**src/decodeSettings.svh**
```systemverilog
`ifndef DECODE_SETTINGS_SVH
`define DECODE_SETTINGS_SVH

`define DATA_WIDTH 32
`define REG_ADDR_WIDTH 5

// instruction field positions
`define OPCODE_MSB 31
`define OPCODE_LSB 26
`define RD_MSB 25
`define RD_LSB 21
`define RA_MSB 20
`define RA_LSB 16
`define RB_MSB 15
`define RB_LSB 11

`define ZERO_REGISTER 5'd0
`define LINK_REGISTER 5'd9

`endif

```
**src/decodePkg.sv**
```systemverilog
package decodePkg;

  typedef enum logic [3:0] {
    opJumpAlways,
    opJumpLink,
    opBranchFlagClear,
    opBranchFlagSet,
    opAluImm,
    opAluImmZero,
    opMoveHigh,
    opLoad,
    opStore,
    opAluReg,
    opSetFlag,
    opInvalid
  } opcodeClassT;

  // operation handed to execute
  typedef enum logic [2:0] {
    aluAdd,
    aluSub,
    aluAnd,
    aluOr,
    aluXor,
    aluHigh,
    aluPass
  } aluOpT;

  typedef enum logic [2:0] {
    immSignExtendedHalf,
    immZeroExtendedHalf,
    immHalfMovedHigh,
    immJumpOffset,
    immSplitStore
  } immFormatT;

  typedef enum logic [1:0] {condAlways, condFlagClear, condFlagSet} jumpCondT;

  typedef enum logic [1:0] {loadNone, loadWord, loadByteZero} loadKindT;

  typedef enum logic [1:0] {storeNone, storeWord, storeByte} storeKindT;

endpackage

```
**src/instructionClassifier.sv**
```systemverilog
`timescale 1ns/1ps
`include "decodeSettings.svh"

module instructionClassifier (
  input  logic [`DATA_WIDTH-1:0]     ir,
  output decodePkg::opcodeClassT     opClass,
  output decodePkg::aluOpT           aluOp,
  output logic [`DATA_WIDTH-1:0]     immediate,
  output logic                       usePc,
  output logic                       useImmediate,
  output logic                       isJump,
  output logic                       weDestination,
  output logic                       updateFlag,
  output logic                       validInstruction,
  output decodePkg::jumpCondT        jumpCond,
  output decodePkg::loadKindT        loadKind,
  output decodePkg::storeKindT       storeKind,
  output logic [`REG_ADDR_WIDTH-1:0] destination,
  output logic [`REG_ADDR_WIDTH-1:0] lookupOperandAAddr,
  output logic [`REG_ADDR_WIDTH-1:0] lookupOperandBAddr,
  output logic [3:0]                 compareCntrl
);
  import decodePkg::*;

  logic [5:0] opcode;
  logic [`REG_ADDR_WIDTH-1:0] rd;
  immFormatT immFormat;

  assign opcode = ir[`OPCODE_MSB:`OPCODE_LSB];
  assign rd = ir[`RD_MSB:`RD_LSB];

  always_comb
  begin
    case (opcode)
      6'b000000: opClass = opJumpAlways;
      6'b000001: opClass = opJumpLink;
      6'b000011: opClass = opBranchFlagClear;
      6'b000100: opClass = opBranchFlagSet;
      6'b100111: opClass = opAluImm;
      6'b101010: opClass = opAluImmZero;
      6'b000110: opClass = ir[16] ? opInvalid : opMoveHigh;
      6'b100001, 6'b100011: opClass = opLoad;
      6'b110101, 6'b110110: opClass = opStore;
      6'b111000: opClass = (ir[3:0] <= 4'h5 && ir[3:0] != 4'h1) ? opAluReg : opInvalid;
      // set-flag compares occupy 1110010 in the top seven bits
      6'b111001: opClass = ir[25] ? opInvalid : opSetFlag;
      default:   opClass = opInvalid;
    endcase
  end

  always_comb
  begin
    aluOp = aluPass;
    immFormat = immSignExtendedHalf;
    usePc = 1'b0;
    useImmediate = 1'b0;
    isJump = 1'b0;
    jumpCond = condAlways;
    weDestination = 1'b0;
    loadKind = loadNone;
    storeKind = storeNone;
    case (opClass)
      opJumpAlways, opJumpLink, opBranchFlagClear, opBranchFlagSet:
      begin
        // execute forms the target as pc plus offset
        aluOp = aluAdd;
        immFormat = immJumpOffset;
        usePc = 1'b1;
        useImmediate = 1'b1;
        isJump = 1'b1;
        weDestination = (opClass == opJumpLink);
        if (opClass == opBranchFlagClear)
          jumpCond = condFlagClear;
        else if (opClass == opBranchFlagSet)
          jumpCond = condFlagSet;
      end
      opAluImm:
      begin
        aluOp = aluAdd;
        useImmediate = 1'b1;
        weDestination = 1'b1;
      end
      opAluImmZero:
      begin
        aluOp = aluOr;
        immFormat = immZeroExtendedHalf;
        useImmediate = 1'b1;
        weDestination = 1'b1;
      end
      opMoveHigh:
      begin
        aluOp = aluHigh;
        immFormat = immHalfMovedHigh;
        useImmediate = 1'b1;
        weDestination = 1'b1;
      end
      opLoad:
      begin
        aluOp = aluAdd;
        useImmediate = 1'b1;
        weDestination = 1'b1;
        // nothing to fetch when the result would land in r0
        if (rd != `ZERO_REGISTER)
          loadKind = (opcode == 6'b100001) ? loadWord : loadByteZero;
      end
      opStore:
      begin
        aluOp = aluAdd;
        immFormat = immSplitStore;
        useImmediate = 1'b1;
        storeKind = (opcode == 6'b110101) ? storeWord : storeByte;
      end
      opAluReg:
      begin
        weDestination = 1'b1;
        case (ir[3:0])
          4'h0: aluOp = aluAdd;
          4'h2: aluOp = aluSub;
          4'h3: aluOp = aluAnd;
          4'h4: aluOp = aluOr;
          default: aluOp = aluXor;
        endcase
      end
      opSetFlag: aluOp = aluSub;
      default: aluOp = aluPass;
    endcase
  end

  always_comb
  begin
    case (immFormat)
      immZeroExtendedHalf: immediate = {{(`DATA_WIDTH-16){1'b0}}, ir[15:0]};
      immHalfMovedHigh:    immediate = {ir[15:0], {(`DATA_WIDTH-16){1'b0}}};
      immJumpOffset:       immediate = {{(`DATA_WIDTH-28){ir[25]}}, ir[25:0], 2'b00};
      immSplitStore:       immediate = {{(`DATA_WIDTH-16){ir[25]}}, ir[25:21], ir[10:0]};
      default:             immediate = {{(`DATA_WIDTH-16){ir[15]}}, ir[15:0]};
    endcase
  end

  assign destination = (opClass == opJumpLink) ? `LINK_REGISTER : rd;
  assign lookupOperandAAddr = ir[`RA_MSB:`RA_LSB];
  assign lookupOperandBAddr = ir[`RB_MSB:`RB_LSB];
  assign updateFlag = (opClass == opSetFlag);
  assign validInstruction = (opClass != opInvalid);
  assign compareCntrl = ir[24:21];

endmodule

```
**src/operandSelect.sv**
```systemverilog
`timescale 1ns/1ps
`include "decodeSettings.svh"

module operandSelect (
  input  logic [`DATA_WIDTH-1:0]     pc,
  input  logic [`DATA_WIDTH-1:0]     immediate,
  input  logic [`DATA_WIDTH-1:0]     rfOperandA,
  input  logic [`DATA_WIDTH-1:0]     rfOperandB,
  input  logic [`DATA_WIDTH-1:0]     forwardedOperandA,
  input  logic [`DATA_WIDTH-1:0]     forwardedOperandB,
  input  logic [`DATA_WIDTH-1:0]     forwardedStoreData,
  input  logic                       useForwardedOperandA,
  input  logic                       useForwardedOperandB,
  input  logic                       useForwardedStoreData,
  input  logic                       usePc,
  input  logic                       useImmediate,
  input  logic [`REG_ADDR_WIDTH-1:0] lookupOperandAAddr,
  input  logic [`REG_ADDR_WIDTH-1:0] lookupOperandBAddr,
  output logic [`DATA_WIDTH-1:0]     operandANext,
  output logic [`DATA_WIDTH-1:0]     operandBNext,
  output logic [`DATA_WIDTH-1:0]     storeDataNext
);

  // r0 reads as zero even when the forward unit points at it
  assign operandANext = usePc ? pc :
                        (lookupOperandAAddr == `ZERO_REGISTER) ? '0 :
                        useForwardedOperandA ? forwardedOperandA : rfOperandA;

  assign operandBNext = useImmediate ? immediate :
                        (lookupOperandBAddr == `ZERO_REGISTER) ? '0 :
                        useForwardedOperandB ? forwardedOperandB : rfOperandB;

  assign storeDataNext = useForwardedStoreData ? forwardedStoreData : rfOperandB;

endmodule

```
**src/branchControl.sv**
```systemverilog
`timescale 1ns/1ps

module branchControl (
  input  logic                clock,
  input  logic                arstN,
  input  logic                stall,
  input  logic                flush,
  input  logic                fastFlag,
  input  logic                resetFilterIn,
  input  logic                insertedNop,
  input  logic                isJump,
  input  decodePkg::jumpCondT jumpCond,
  output logic                jump,
  output logic                correctJumpFlush,
  output logic                exeIsJump,
  output logic                exeIsDelaySlot
);
  import decodePkg::*;

  logic isJumpReg;
  jumpCondT jumpCondReg;
  logic delaySlotReg;
  logic filterActiveReg;
  logic delaySlotIssuedReg;
  logic taken;

  assign taken = (jumpCondReg == condAlways) ||
                 (jumpCondReg == condFlagClear && !fastFlag) ||
                 (jumpCondReg == condFlagSet && fastFlag);

  // the jump resolves while its delay slot sits in decode
  assign jump = isJumpReg && taken && !stall;

  // words other than the delay slot are dropped after a taken jump until fetch redirects
  assign correctJumpFlush = filterActiveReg && !delaySlotReg && !resetFilterIn;

  assign exeIsJump = isJumpReg;
  assign exeIsDelaySlot = delaySlotIssuedReg;

  always_ff @(posedge clock or negedge arstN)
  begin
    if (!arstN)
    begin
      isJumpReg <= 1'b0;
      jumpCondReg <= condAlways;
      delaySlotReg <= 1'b0;
      filterActiveReg <= 1'b0;
      delaySlotIssuedReg <= 1'b0;
    end
    else if (!stall)
    begin
      isJumpReg <= isJump && !correctJumpFlush && !flush;
      if (isJump)
        jumpCondReg <= jumpCond;
      // a bubble from fetch keeps the delay slot pending
      if (isJump && !correctJumpFlush)
        delaySlotReg <= 1'b1;
      else if (!insertedNop)
        delaySlotReg <= 1'b0;
      if (flush)
        filterActiveReg <= 1'b0;
      else if (jump)
        filterActiveReg <= 1'b1;
      else if (resetFilterIn)
        filterActiveReg <= 1'b0;
      delaySlotIssuedReg <= delaySlotReg && !insertedNop;
    end
  end

endmodule

```
**src/executeStageRegister.sv**
```systemverilog
`timescale 1ns/1ps
`include "decodeSettings.svh"

module executeStageRegister (
  input  logic                       clock,
  input  logic                       arstN,
  input  logic                       stall,
  input  logic                       flush,
  input  logic                       correctJumpFlush,
  input  logic [`DATA_WIDTH-1:0]     operandANext,
  input  logic [`DATA_WIDTH-1:0]     operandBNext,
  input  logic [`DATA_WIDTH-1:0]     storeDataNext,
  input  logic [`DATA_WIDTH-1:0]     pc,
  input  decodePkg::aluOpT           aluOp,
  input  decodePkg::loadKindT        loadKind,
  input  decodePkg::storeKindT       storeKind,
  input  logic [`REG_ADDR_WIDTH-1:0] destination,
  input  logic                       weDestination,
  input  logic                       updateFlag,
  input  logic [3:0]                 compareCntrl,
  input  logic                       validInstruction,
  output logic [`DATA_WIDTH-1:0]     exeOperandA,
  output logic [`DATA_WIDTH-1:0]     exeOperandB,
  output logic [`DATA_WIDTH-1:0]     exeStoreData,
  output logic [`DATA_WIDTH-1:0]     exeInstructionAddress,
  output decodePkg::aluOpT           exeAluOp,
  output decodePkg::loadKindT        exeLoad,
  output decodePkg::storeKindT       exeStore,
  output logic [`REG_ADDR_WIDTH-1:0] exeDestination,
  output logic                       exeWeDestination,
  output logic                       exeUpdateFlag,
  output logic [3:0]                 exeCompareCntrl,
  output logic                       exeValidInstruction
);
  import decodePkg::*;

  logic squash;

  assign squash = flush || correctJumpFlush;

  // a squashed word still counts as valid but has no side effects
  always_ff @(posedge clock or negedge arstN)
  begin
    if (!arstN)
    begin
      exeWeDestination <= 1'b0;
      exeLoad <= loadNone;
      exeStore <= storeNone;
      exeUpdateFlag <= 1'b0;
      exeValidInstruction <= 1'b1;
    end
    else if (!stall)
    begin
      exeWeDestination <= weDestination && !squash;
      exeLoad <= squash ? loadNone : loadKind;
      exeStore <= squash ? storeNone : storeKind;
      exeUpdateFlag <= updateFlag && !squash;
      exeValidInstruction <= validInstruction || squash;
    end
  end

  always_ff @(posedge clock)
  begin
    if (!stall)
    begin
      exeOperandA <= operandANext;
      exeOperandB <= operandBNext;
      exeStoreData <= storeDataNext;
      exeInstructionAddress <= pc;
      exeAluOp <= aluOp;
      exeDestination <= destination;
      exeCompareCntrl <= compareCntrl;
    end
  end

  noLoadWithStore: assert property (@(posedge clock) disable iff (!arstN)
    !(exeLoad != loadNone && exeStore != storeNone));

endmodule

```
**src/decodeStage.sv**
```systemverilog
`timescale 1ns/1ps
`include "decodeSettings.svh"

module decodeStage (
  input  logic                       clock,
  input  logic                       arstN,
  input  logic [`DATA_WIDTH-1:0]     ir,
  input  logic [`DATA_WIDTH-1:0]     pc,
  input  logic                       stall,
  input  logic                       flush,
  input  logic                       fastFlag,
  input  logic                       resetFilterIn,
  input  logic                       insertedNop,
  output logic                       jump,
  output logic [`REG_ADDR_WIDTH-1:0] lookupOperandAAddr,
  output logic [`REG_ADDR_WIDTH-1:0] lookupOperandBAddr,
  input  logic [`DATA_WIDTH-1:0]     rfOperandA,
  input  logic [`DATA_WIDTH-1:0]     rfOperandB,
  input  logic [`DATA_WIDTH-1:0]     forwardedOperandA,
  input  logic [`DATA_WIDTH-1:0]     forwardedOperandB,
  input  logic [`DATA_WIDTH-1:0]     forwardedStoreData,
  input  logic                       useForwardedOperandA,
  input  logic                       useForwardedOperandB,
  input  logic                       useForwardedStoreData,
  output logic [`DATA_WIDTH-1:0]     exeOperandA,
  output logic [`DATA_WIDTH-1:0]     exeOperandB,
  output logic [`DATA_WIDTH-1:0]     exeStoreData,
  output logic [`DATA_WIDTH-1:0]     exeInstructionAddress,
  output decodePkg::aluOpT           exeAluOp,
  output decodePkg::loadKindT        exeLoad,
  output decodePkg::storeKindT       exeStore,
  output logic [`REG_ADDR_WIDTH-1:0] exeDestination,
  output logic                       exeWeDestination,
  output logic                       exeUpdateFlag,
  output logic [3:0]                 exeCompareCntrl,
  output logic                       exeValidInstruction,
  output logic                       exeIsJump,
  output logic                       exeIsDelaySlot
);
  import decodePkg::*;

  aluOpT aluOp;
  jumpCondT jumpCond;
  loadKindT loadKind;
  storeKindT storeKind;
  logic [`DATA_WIDTH-1:0] immediate;
  logic [`DATA_WIDTH-1:0] operandANext;
  logic [`DATA_WIDTH-1:0] operandBNext;
  logic [`DATA_WIDTH-1:0] storeDataNext;
  logic [`REG_ADDR_WIDTH-1:0] destination;
  logic [3:0] compareCntrl;
  logic usePc;
  logic useImmediate;
  logic isJump;
  logic weDestination;
  logic updateFlag;
  logic validInstruction;
  logic correctJumpFlush;

  instructionClassifier u_instructionClassifier (
    .ir                 (ir),
    .opClass            (),
    .aluOp              (aluOp),
    .immediate          (immediate),
    .usePc              (usePc),
    .useImmediate       (useImmediate),
    .isJump             (isJump),
    .weDestination      (weDestination),
    .updateFlag         (updateFlag),
    .validInstruction   (validInstruction),
    .jumpCond           (jumpCond),
    .loadKind           (loadKind),
    .storeKind          (storeKind),
    .destination        (destination),
    .lookupOperandAAddr (lookupOperandAAddr),
    .lookupOperandBAddr (lookupOperandBAddr),
    .compareCntrl       (compareCntrl)
  );

  operandSelect u_operandSelect (
    .pc                    (pc),
    .immediate             (immediate),
    .rfOperandA            (rfOperandA),
    .rfOperandB            (rfOperandB),
    .forwardedOperandA     (forwardedOperandA),
    .forwardedOperandB     (forwardedOperandB),
    .forwardedStoreData    (forwardedStoreData),
    .useForwardedOperandA  (useForwardedOperandA),
    .useForwardedOperandB  (useForwardedOperandB),
    .useForwardedStoreData (useForwardedStoreData),
    .usePc                 (usePc),
    .useImmediate          (useImmediate),
    .lookupOperandAAddr    (lookupOperandAAddr),
    .lookupOperandBAddr    (lookupOperandBAddr),
    .operandANext          (operandANext),
    .operandBNext          (operandBNext),
    .storeDataNext         (storeDataNext)
  );

  branchControl u_branchControl (
    .clock            (clock),
    .arstN            (arstN),
    .stall            (stall),
    .flush            (flush),
    .fastFlag         (fastFlag),
    .resetFilterIn    (resetFilterIn),
    .insertedNop      (insertedNop),
    .isJump           (isJump),
    .jumpCond         (jumpCond),
    .jump             (jump),
    .correctJumpFlush (correctJumpFlush),
    .exeIsJump        (exeIsJump),
    .exeIsDelaySlot   (exeIsDelaySlot)
  );

  executeStageRegister u_executeStageRegister (
    .clock                 (clock),
    .arstN                 (arstN),
    .stall                 (stall),
    .flush                 (flush),
    .correctJumpFlush      (correctJumpFlush),
    .operandANext          (operandANext),
    .operandBNext          (operandBNext),
    .storeDataNext         (storeDataNext),
    .pc                    (pc),
    .aluOp                 (aluOp),
    .loadKind              (loadKind),
    .storeKind             (storeKind),
    .destination           (destination),
    .weDestination         (weDestination),
    .updateFlag            (updateFlag),
    .compareCntrl          (compareCntrl),
    .validInstruction      (validInstruction),
    .exeOperandA           (exeOperandA),
    .exeOperandB           (exeOperandB),
    .exeStoreData          (exeStoreData),
    .exeInstructionAddress (exeInstructionAddress),
    .exeAluOp              (exeAluOp),
    .exeLoad               (exeLoad),
    .exeStore              (exeStore),
    .exeDestination        (exeDestination),
    .exeWeDestination      (exeWeDestination),
    .exeUpdateFlag         (exeUpdateFlag),
    .exeCompareCntrl       (exeCompareCntrl),
    .exeValidInstruction   (exeValidInstruction)
  );

endmodule

```
**config.mk**
```make
export PLATFORM = sky130hd
export DESIGN_NAME = decodeStage
export DESIGN_NICKNAME = d
export VERILOG_FILES = /design/src/decodePkg.sv /design/src/instructionClassifier.sv /design/src/operandSelect.sv /design/src/branchControl.sv /design/src/executeStageRegister.sv /design/src/decodeStage.sv
export VERILOG_INCLUDE_DIRS = /design/src
export SDC_FILE = /design/constraint.sdc
export NUM_CORES = 1
export LEC_CHECK = 0
export ABC_AREA = 1
export ABC_CLOCK_PERIOD_IN_PS = 6080
export BUFFER_PORTS_ARGS = -buffer_cell sky130_fd_sc_hd__buf_4
export CORE_MARGIN = 4
export CORE_UTILIZATION = 25
export CTS_CLUSTER_DIAMETER = 50
export DETAILED_ROUTE_END_ITERATION = 6
export GPL_TIMING_DRIVEN = 0
export PLACE_DENSITY = 0.59
export SLEW_MARGIN = 25
export SYNTH_ARGS = -nofsm -noshare
export SYNTH_HDL_FRONTEND = slang
export SYNTH_SLANG_ARGS = --single-unit
export TNS_END_PERCENT = 30
```
**constraint.sdc**
```tcl
create_clock -name clock -period 6.08 [get_ports clock]
set_clock_uncertainty 0.2 [all_clocks]
set_input_delay 0.304 -clock clock [delete_from_list [all_inputs] [get_ports clock]]
set_output_delay 0.304 -clock clock [all_outputs]
set_load 0.005 [all_outputs]
```
Yosys cells after proc, flatten, opt, wreduce, memory -nomap -nowiden
Index checks and enable logic that the tools add are counted.
Widths: inputs -> output; s select.
{ "classes": {"order_cmp": 1, "div_mod_pow": 0, "n_eq_ne": 34, "shift": 0, "reduce_logical": 41, "addsub": 0, "mul": 0, "mux": 33, "bitwise": 1} }
{ "op_table": {"columns": ["operator", "count"], "rows": [
  ["$mux 32", 7],
  ["$pmux 32 s4", 1],
  ["$eq 6x6->1 const B", 8],
  ["$pmux 4 s11", 1],
  ["$pmux 3 s4", 2],
  ["$mux 2", 11],
  ["$eq 4x3->1 const B", 5],
  ["$eq 4x2->1 const B", 4],
  ["$pmux 3 s5", 1],
  ["$eq 4x4->1 const B", 3],
  ["$eq 6x3->1 const B", 2],
  ["$logic_and 1x1->1", 12],
  ["$logic_not 5->1", 2],
  ["$reduce_or 9->1", 1],
  ["$logic_not 1->1", 8],
  ["$logic_not 4->1", 2],
  ["$mux 1", 8],
  ["$reduce_or 7->1", 1],
  ["$eq 3x2->1 const B", 2],
  ["$eq 6x1->1 const B", 1],
  ["$eq 6x2->1 const B", 1],
  ["$logic_not 6->1", 1],
  ["$reduce_and 2->1", 3],
  ["$reduce_bool 5->1", 1],
  ["other kinds (18)", 22]
]} }
{ "totals": {"n_memories": 0, "mem_bits_rw": 0, "latch_bits": 0, "out_inout_bits": 160, "mem_bits_ro": 0, "wordCells": 127, "regBits": 153, "in_bits": 234} }

Longest topological paths before layout
{ "depth": {"ltp_word": 10, "mapped_depth": 13, "ltp_nobuf": 12} }

Hierarchy
Synthesis repeated with hierarchy kept, for this count alone.
{ "unflattened": {"hier_cells": 888, "area_unflattened_um2": 8310.5} }
{ "modules_own_cells": {"columns": ["module", "instances", "area_per_inst_um2", "cells_per_inst", "seq_area_each_um2"], "rows": [
  ["executeStageRegister", 1, 4509.3, 171, 4380.5],
  ["operandSelect", 1, 2317.2, 462, 0.0],
  ["instructionClassifier", 1, 1198.6, 220, 0.0],
  ["branchControl", 1, 285.3, 35, 150.1]
]} }

Worst setup path before layout
No wires, ideal clock.
{ "synth_path": {"path_kind": "input port to flip-flop", "from": "input stall", "to": "register u_executeStageRegister.exeLoad[1]", "path_slack_ns": 1.845, "n_path_buf": 0, "setup_time_ns": 0.083, "arrival_ns": 3.952, "t_required_ns": 5.797, "cell_stages": 4, "cell_sequence": "inv_1 -> nand3_1 -> a311o_1 -> o21ai_0"} }
{ "synth_rtl": {"columns": ["item", "line_no", "text"], "rows": [
  ["start, declared", "decodeStage.sv:9", "input logic stall,"],
  ["end signal, assigned", "executeStageRegister.sv:47", "exeLoad <= loadNone;"],
  ["end signal, assigned", "executeStageRegister.sv:55", "exeLoad <= squash ? loadNone : loadKind;"],
  ["end, declared", "executeStageRegister.sv:27", "output decodePkg::loadKindT exeLoad,"]
]} }

Worst setup path in the final report
{ "layout_path": {"from": "input ir[27]", "to": "register u_executeStageRegister.exeOperandB[27] (data pin)"} }
{ "layout_via": {"elab_chain_cells": 9, "word_cells_on_any_way": 35, "cone_classes": "eq/ne: 24; mux: 5; reduce/logical: 6"} }
{ "layout_lines": {"columns": ["item", "line_no", "text"], "rows": [
  ["start, declared", "decodeStage.sv:7", "input logic [`DATA_WIDTH-1:0] ir,"],
  ["$eq 6x6->1", "instructionClassifier.sv:34", "case (opcode)"],
  ["$reduce_or 2->1", "instructionClassifier.sv:34", null],
  ["$pmux 4 s11 *", "instructionClassifier.sv:34", null],
  ["$eq 4x1->1 (tied with other cells)", "instructionClassifier.sv:62", "case (opClass)"],
  ["$reduce_or 4->1", null, null],
  ["$pmux 3 s4", "instructionClassifier.sv:62", null],
  ["$eq 3x3->1 (tied with other cells)", "instructionClassifier.sv:131", "case (immFormat)"],
  ["$pmux 32 s4", "instructionClassifier.sv:131", null],
  ["$mux 32 *", "operandSelect.sv:29", "assign operandBNext = useImmediate ? immediate :"],
  ["named net operandBNext[27]", "decodeStage.sv:48", "logic [`DATA_WIDTH-1:0] operandBNext;"],
  ["end signal, assigned", "executeStageRegister.sv:67", "exeOperandB <= operandBNext;"],
  ["end, declared", "executeStageRegister.sv:23", "output logic [`DATA_WIDTH-1:0] exeOperandB,"]
]} }
Mark *: on every way through the listed nets, which the timed path passes. The rest lies on a longest branch.
A chain may end at the register's enable or synchronous reset.

==> impl_metrics.tcl <==
set metrics [dict create \
    max-vdd-ir-drop_v 0.0001597 \
    unrepaired_setup_endpoints_after_global_routing "no" \
    layout_commonest_cell "sky130_fd_sc_hd__buf_4" \
    timing.critical_path.fanout_max 9 \
    crit_arrival_ns 2.08 \
    maxSlewViolCount 0 \
    postSynthCellCount 883 \
    die_area_mm2 0.03420 \
    grt_overflow 0 \
    clock_latency_ns 0.42 \
    rr_startpoint "u_branchControl.filterActiveReg" \
    number_of_maximum_capacitance_constraint_violations 0 \
    worst_hold_path_type "in -> reg" \
    period_needed_ns 2.121 \
    run_status "completed" \
    yosysTopAreaCellShare 0.5373 \
    critPathBufInv 2 \
    clk_transition_reported_paths_ns 0.07 \
    reg2regPathDepth 6 \
    endpoint_kind "flop" \
    cell_type_group_with_the_largest_total_delay_on_the_critical_path "simple AND/OR/NAND/NOR gates" \
    synth_top_area_cell "sky130_fd_sc_hd__edfxtp_1" \
    route.vias.total 8095 \
    sink_count_of_the_clock_tree 153 \
    vias_per_cell 4.563 \
    synth-adder-area-share 0 \
    placement_rows 64 \
    worst-slew-pin-transition_ns 0.6267 \
    timing.critical_path.depth 10 \
    initial_core_util 0.2545 \
    finalInstanceArea_mm2 0.01257 \
    cts_repair_resize_count 0 \
    synthSimpleGateAreaFrac 0.2071 \
    worst-r2r-setup-slack_ns 4.65 \
    nets 1598 \
    global_route.usage.total 0.1758 \
    crit_path_max_incr_delay_ns 0.59 \
    area.growth.synth_to_final_pct 60.68 \
    inserted_clock_buffers 17 \
    routedWlPerCell_um 18.05 \
    synth.yosys.seq_area_share 0.5790 \
    grt_first_pass_wirelength_um 45690 \
    timing_hold_violations_final 0 \
    setup_viol_count_final 0 \
    htree_levels 4 \
    rr_endpoint "u_executeStageRegister.exeLoad[0]" \
    mostFrequentLayoutCells "sky130_fd_sc_hd__buf_4, sky130_fd_sc_hd__nand2_1, sky130_fd_sc_hd__edfxtp_1, sky130_fd_sc_hd__o21ai_0, sky130_fd_sc_hd__inv_1" \
    synthesis.area_per_instance_um2 8.862 \
    cts_max_path_buffers 2 \
    crit_chain "buf_4 > inv_1 > nand2_2 > nor2_1 > nand2_2 > nand4_2 > o21ai_0 > nand3_1 > nand2_1 > nand2_1" \
    power.static_leakage_nw 5.901 \
    cell_types_occupying_the_most_area_after_synthesis "sky130_fd_sc_hd__edfxtp_1, sky130_fd_sc_hd__nand2_1, sky130_fd_sc_hd__o21ai_0" \
    post_synth_mux_area_share 0 \
    max_freq_ghz 0.4714 \
    critical_path_class "in -> reg" \
    first_pass_iters 5 \
    worst_slew_margin_relative_to_its_limit 0.5822 \
    cts-root-buf "sky130_fd_sc_hd__clkbuf_16" \
    drt_iter0_drc 432 \
    mappedNetlistArea_mm2 0.007825 \
    io_buffer_count 390 \
    yosys_cell_types 34 \
    synth_fp_nets 1117 \
    fp.dieH_um 184.9 \
    setup.worst_path.start_class "input pin" \
    vias_in_the_first_global_route 7944 \
    hold_slack_ns 0.01880 \
    synth-xor-area-share 0 \
    num_io_pins 394 \
    power_density_mw_per_mm2 235.4 \
    core_mm2 0.03075 \
    pin_count_of_the_biggest_net_entering_global_routing 75 \
    ant_nets 0 \
    synth_top_family_by_area "simple AND/OR/NAND/NOR gates" \
    tritoncts "done" \
    die_w_um 184.9 \
    warnings_from_yosys 0 \
    synth-compound-area-share 0.1287 \
    antenna_found_initial 2 \
    cp.required_ns 6.04 \
    final_core_utilization 0.4089 \
    crit_path_end "u_executeStageRegister.exeOperandB[27]" \
    layout_worst_path_cycle_share 0.3489 \
    gp_routability_congestion 0.8699 \
    totalPowerFinal_w 0.002960 \
    detail_route.wirelength_um 32020 \
    drive_above_1_share 0.3348 \
    critical_path.startpoint "ir[27]" \
    dpl.hpwl_um 25320 \
    placed_area_mm2 0.01128 \
    critPathSlowestCell "sky130_fd_sc_hd__o21ai_0" \
    yosys_register_bits 153 \
    drc 0 \
]
registers in the layout, indices dropped and copies added, names as in the netlist, 2 cells and up:
register and count:
u_executeStageRegister.exeOperandA 32, u_branchControl.jumpCondReg 2, u_executeStageRegister.exeDestination 5, u_executeStageRegister.exeInstructionAddress 32, u_executeStageRegister.exeAluOp 3, u_executeStageRegister.exeLoad 2
u_executeStageRegister.exeStore 2, u_executeStageRegister.exeOperandB 32, u_executeStageRegister.exeCompareCntrl 4, u_executeStageRegister.exeStoreData 32
power breakdown:
| group | internal (W) | switching (W) | total [W] |
|---|---|---|---|
| Sequential | 0.00127 | 0.0000315 | 0.00130 |
| Combinational | 0.000312 | 0.000281 | 0.000594 |
| Clock | 0.000608 | 0.000456 | 0.00106 |
| Total | 0.00219 | 0.000769 | 0.00296 |
worst min path at each step:
| stage | end | startpoint | cells past startpoint | slack [ns] |
|---|---|---|---|---|
| 2_1_floorplan | u_branchControl.delaySlotReg | arstN | 0 | -0.19 |
| 5_1_grt | u_executeStageRegister.exeStoreData[10] | forwardedStoreData[10] | 3 | 0.003 |
| 4_1_cts | u_executeStageRegister.exeStoreData[30] | rfOperandB[30] | 3 | 0.002 |
| 6_report | u_executeStageRegister.exeStoreData[10] | forwardedStoreData[10] | 3 | 0.02 |
| 3_3_place_gp | u_branchControl.filterActiveReg | arstN | 1 | -0.04 |
| 3_5_place_dp | u_branchControl.filterActiveReg | arstN | 1 | -0.04 |
per-stage QoR:
step / TNS, ns / instances / setup slack [ns]
finish: 0 / 1774 / 3.959
global route: 0 / 1774 / 3.785
CTS: 0 / 1773 / 3.923
detailed placement: 0 / 1670 / 3.483
global placement: -0.4645 / 1669 / -0.1520
floorplan: 0 / 883 / 1.845
cells in the mapped netlist, drive strengths merged:
cell    number
nor2        36
o211ai      33
nor3b        2
nand4        8
o31ai        3
clkbuf      29
a311o        1
nand3b       1
o21ai      116
nand3       33
buf         25
dfstp        1
or2          1
a21oi       13
nand2      308
a32o         1
o22ai        9
a22oi        1
a21boi       1
edfxtp     140
inv        105
dfrtp       12
nor3         4
routing by layer:
metal	track usage	wire length [µm]	vias to the layer above
met2	0.3057	15830	362
met5	0	6	-
met4	0.05520	764	2
met1	0.2133	12730	3788
li1	-	-	3909
met3	0.04615	2686	34
worst register-to-register path, stage by stage (launching register included):
cell                      delay [ns]
sky130_fd_sc_hd__dfrtp_1        0.36
sky130_fd_sc_hd__inv_1          0.06
sky130_fd_sc_hd__nor2_1         0.05
sky130_fd_sc_hd__nand2_1        0.09
sky130_fd_sc_hd__nand3_1        0.13
sky130_fd_sc_hd__a311o_1        0.32
sky130_fd_sc_hd__o21ai_0        0.14
area by class of cell:
cell class	count	area, µm²
antenna	1	2.502
buffer	54	272.8
clock buffer	18	429.2
clock inverter	14	147.6
fill	3061	18180
inverter	105	401.6
multi-input combinational	571	2628
sequential	153	4531
tap	396	495.5
timing repair buffer	462	3666
what timing repair did:
action | in CTS | in global routing
hold endpoints to repair | 109 | 0
setup buffers | 0 | 0
hold buffers | 71 | 0
kinds of logic (layout without fill, tap and decap cells):
logic type,after synthesis,count (layout)
buffers and inverters,159,653
other,0,1
and+or+nand+nor,393,393
AOI/OAI and AO/OA,178,178
DFF,153,153
Note: power is estimated with default switching activity, not from simulation.
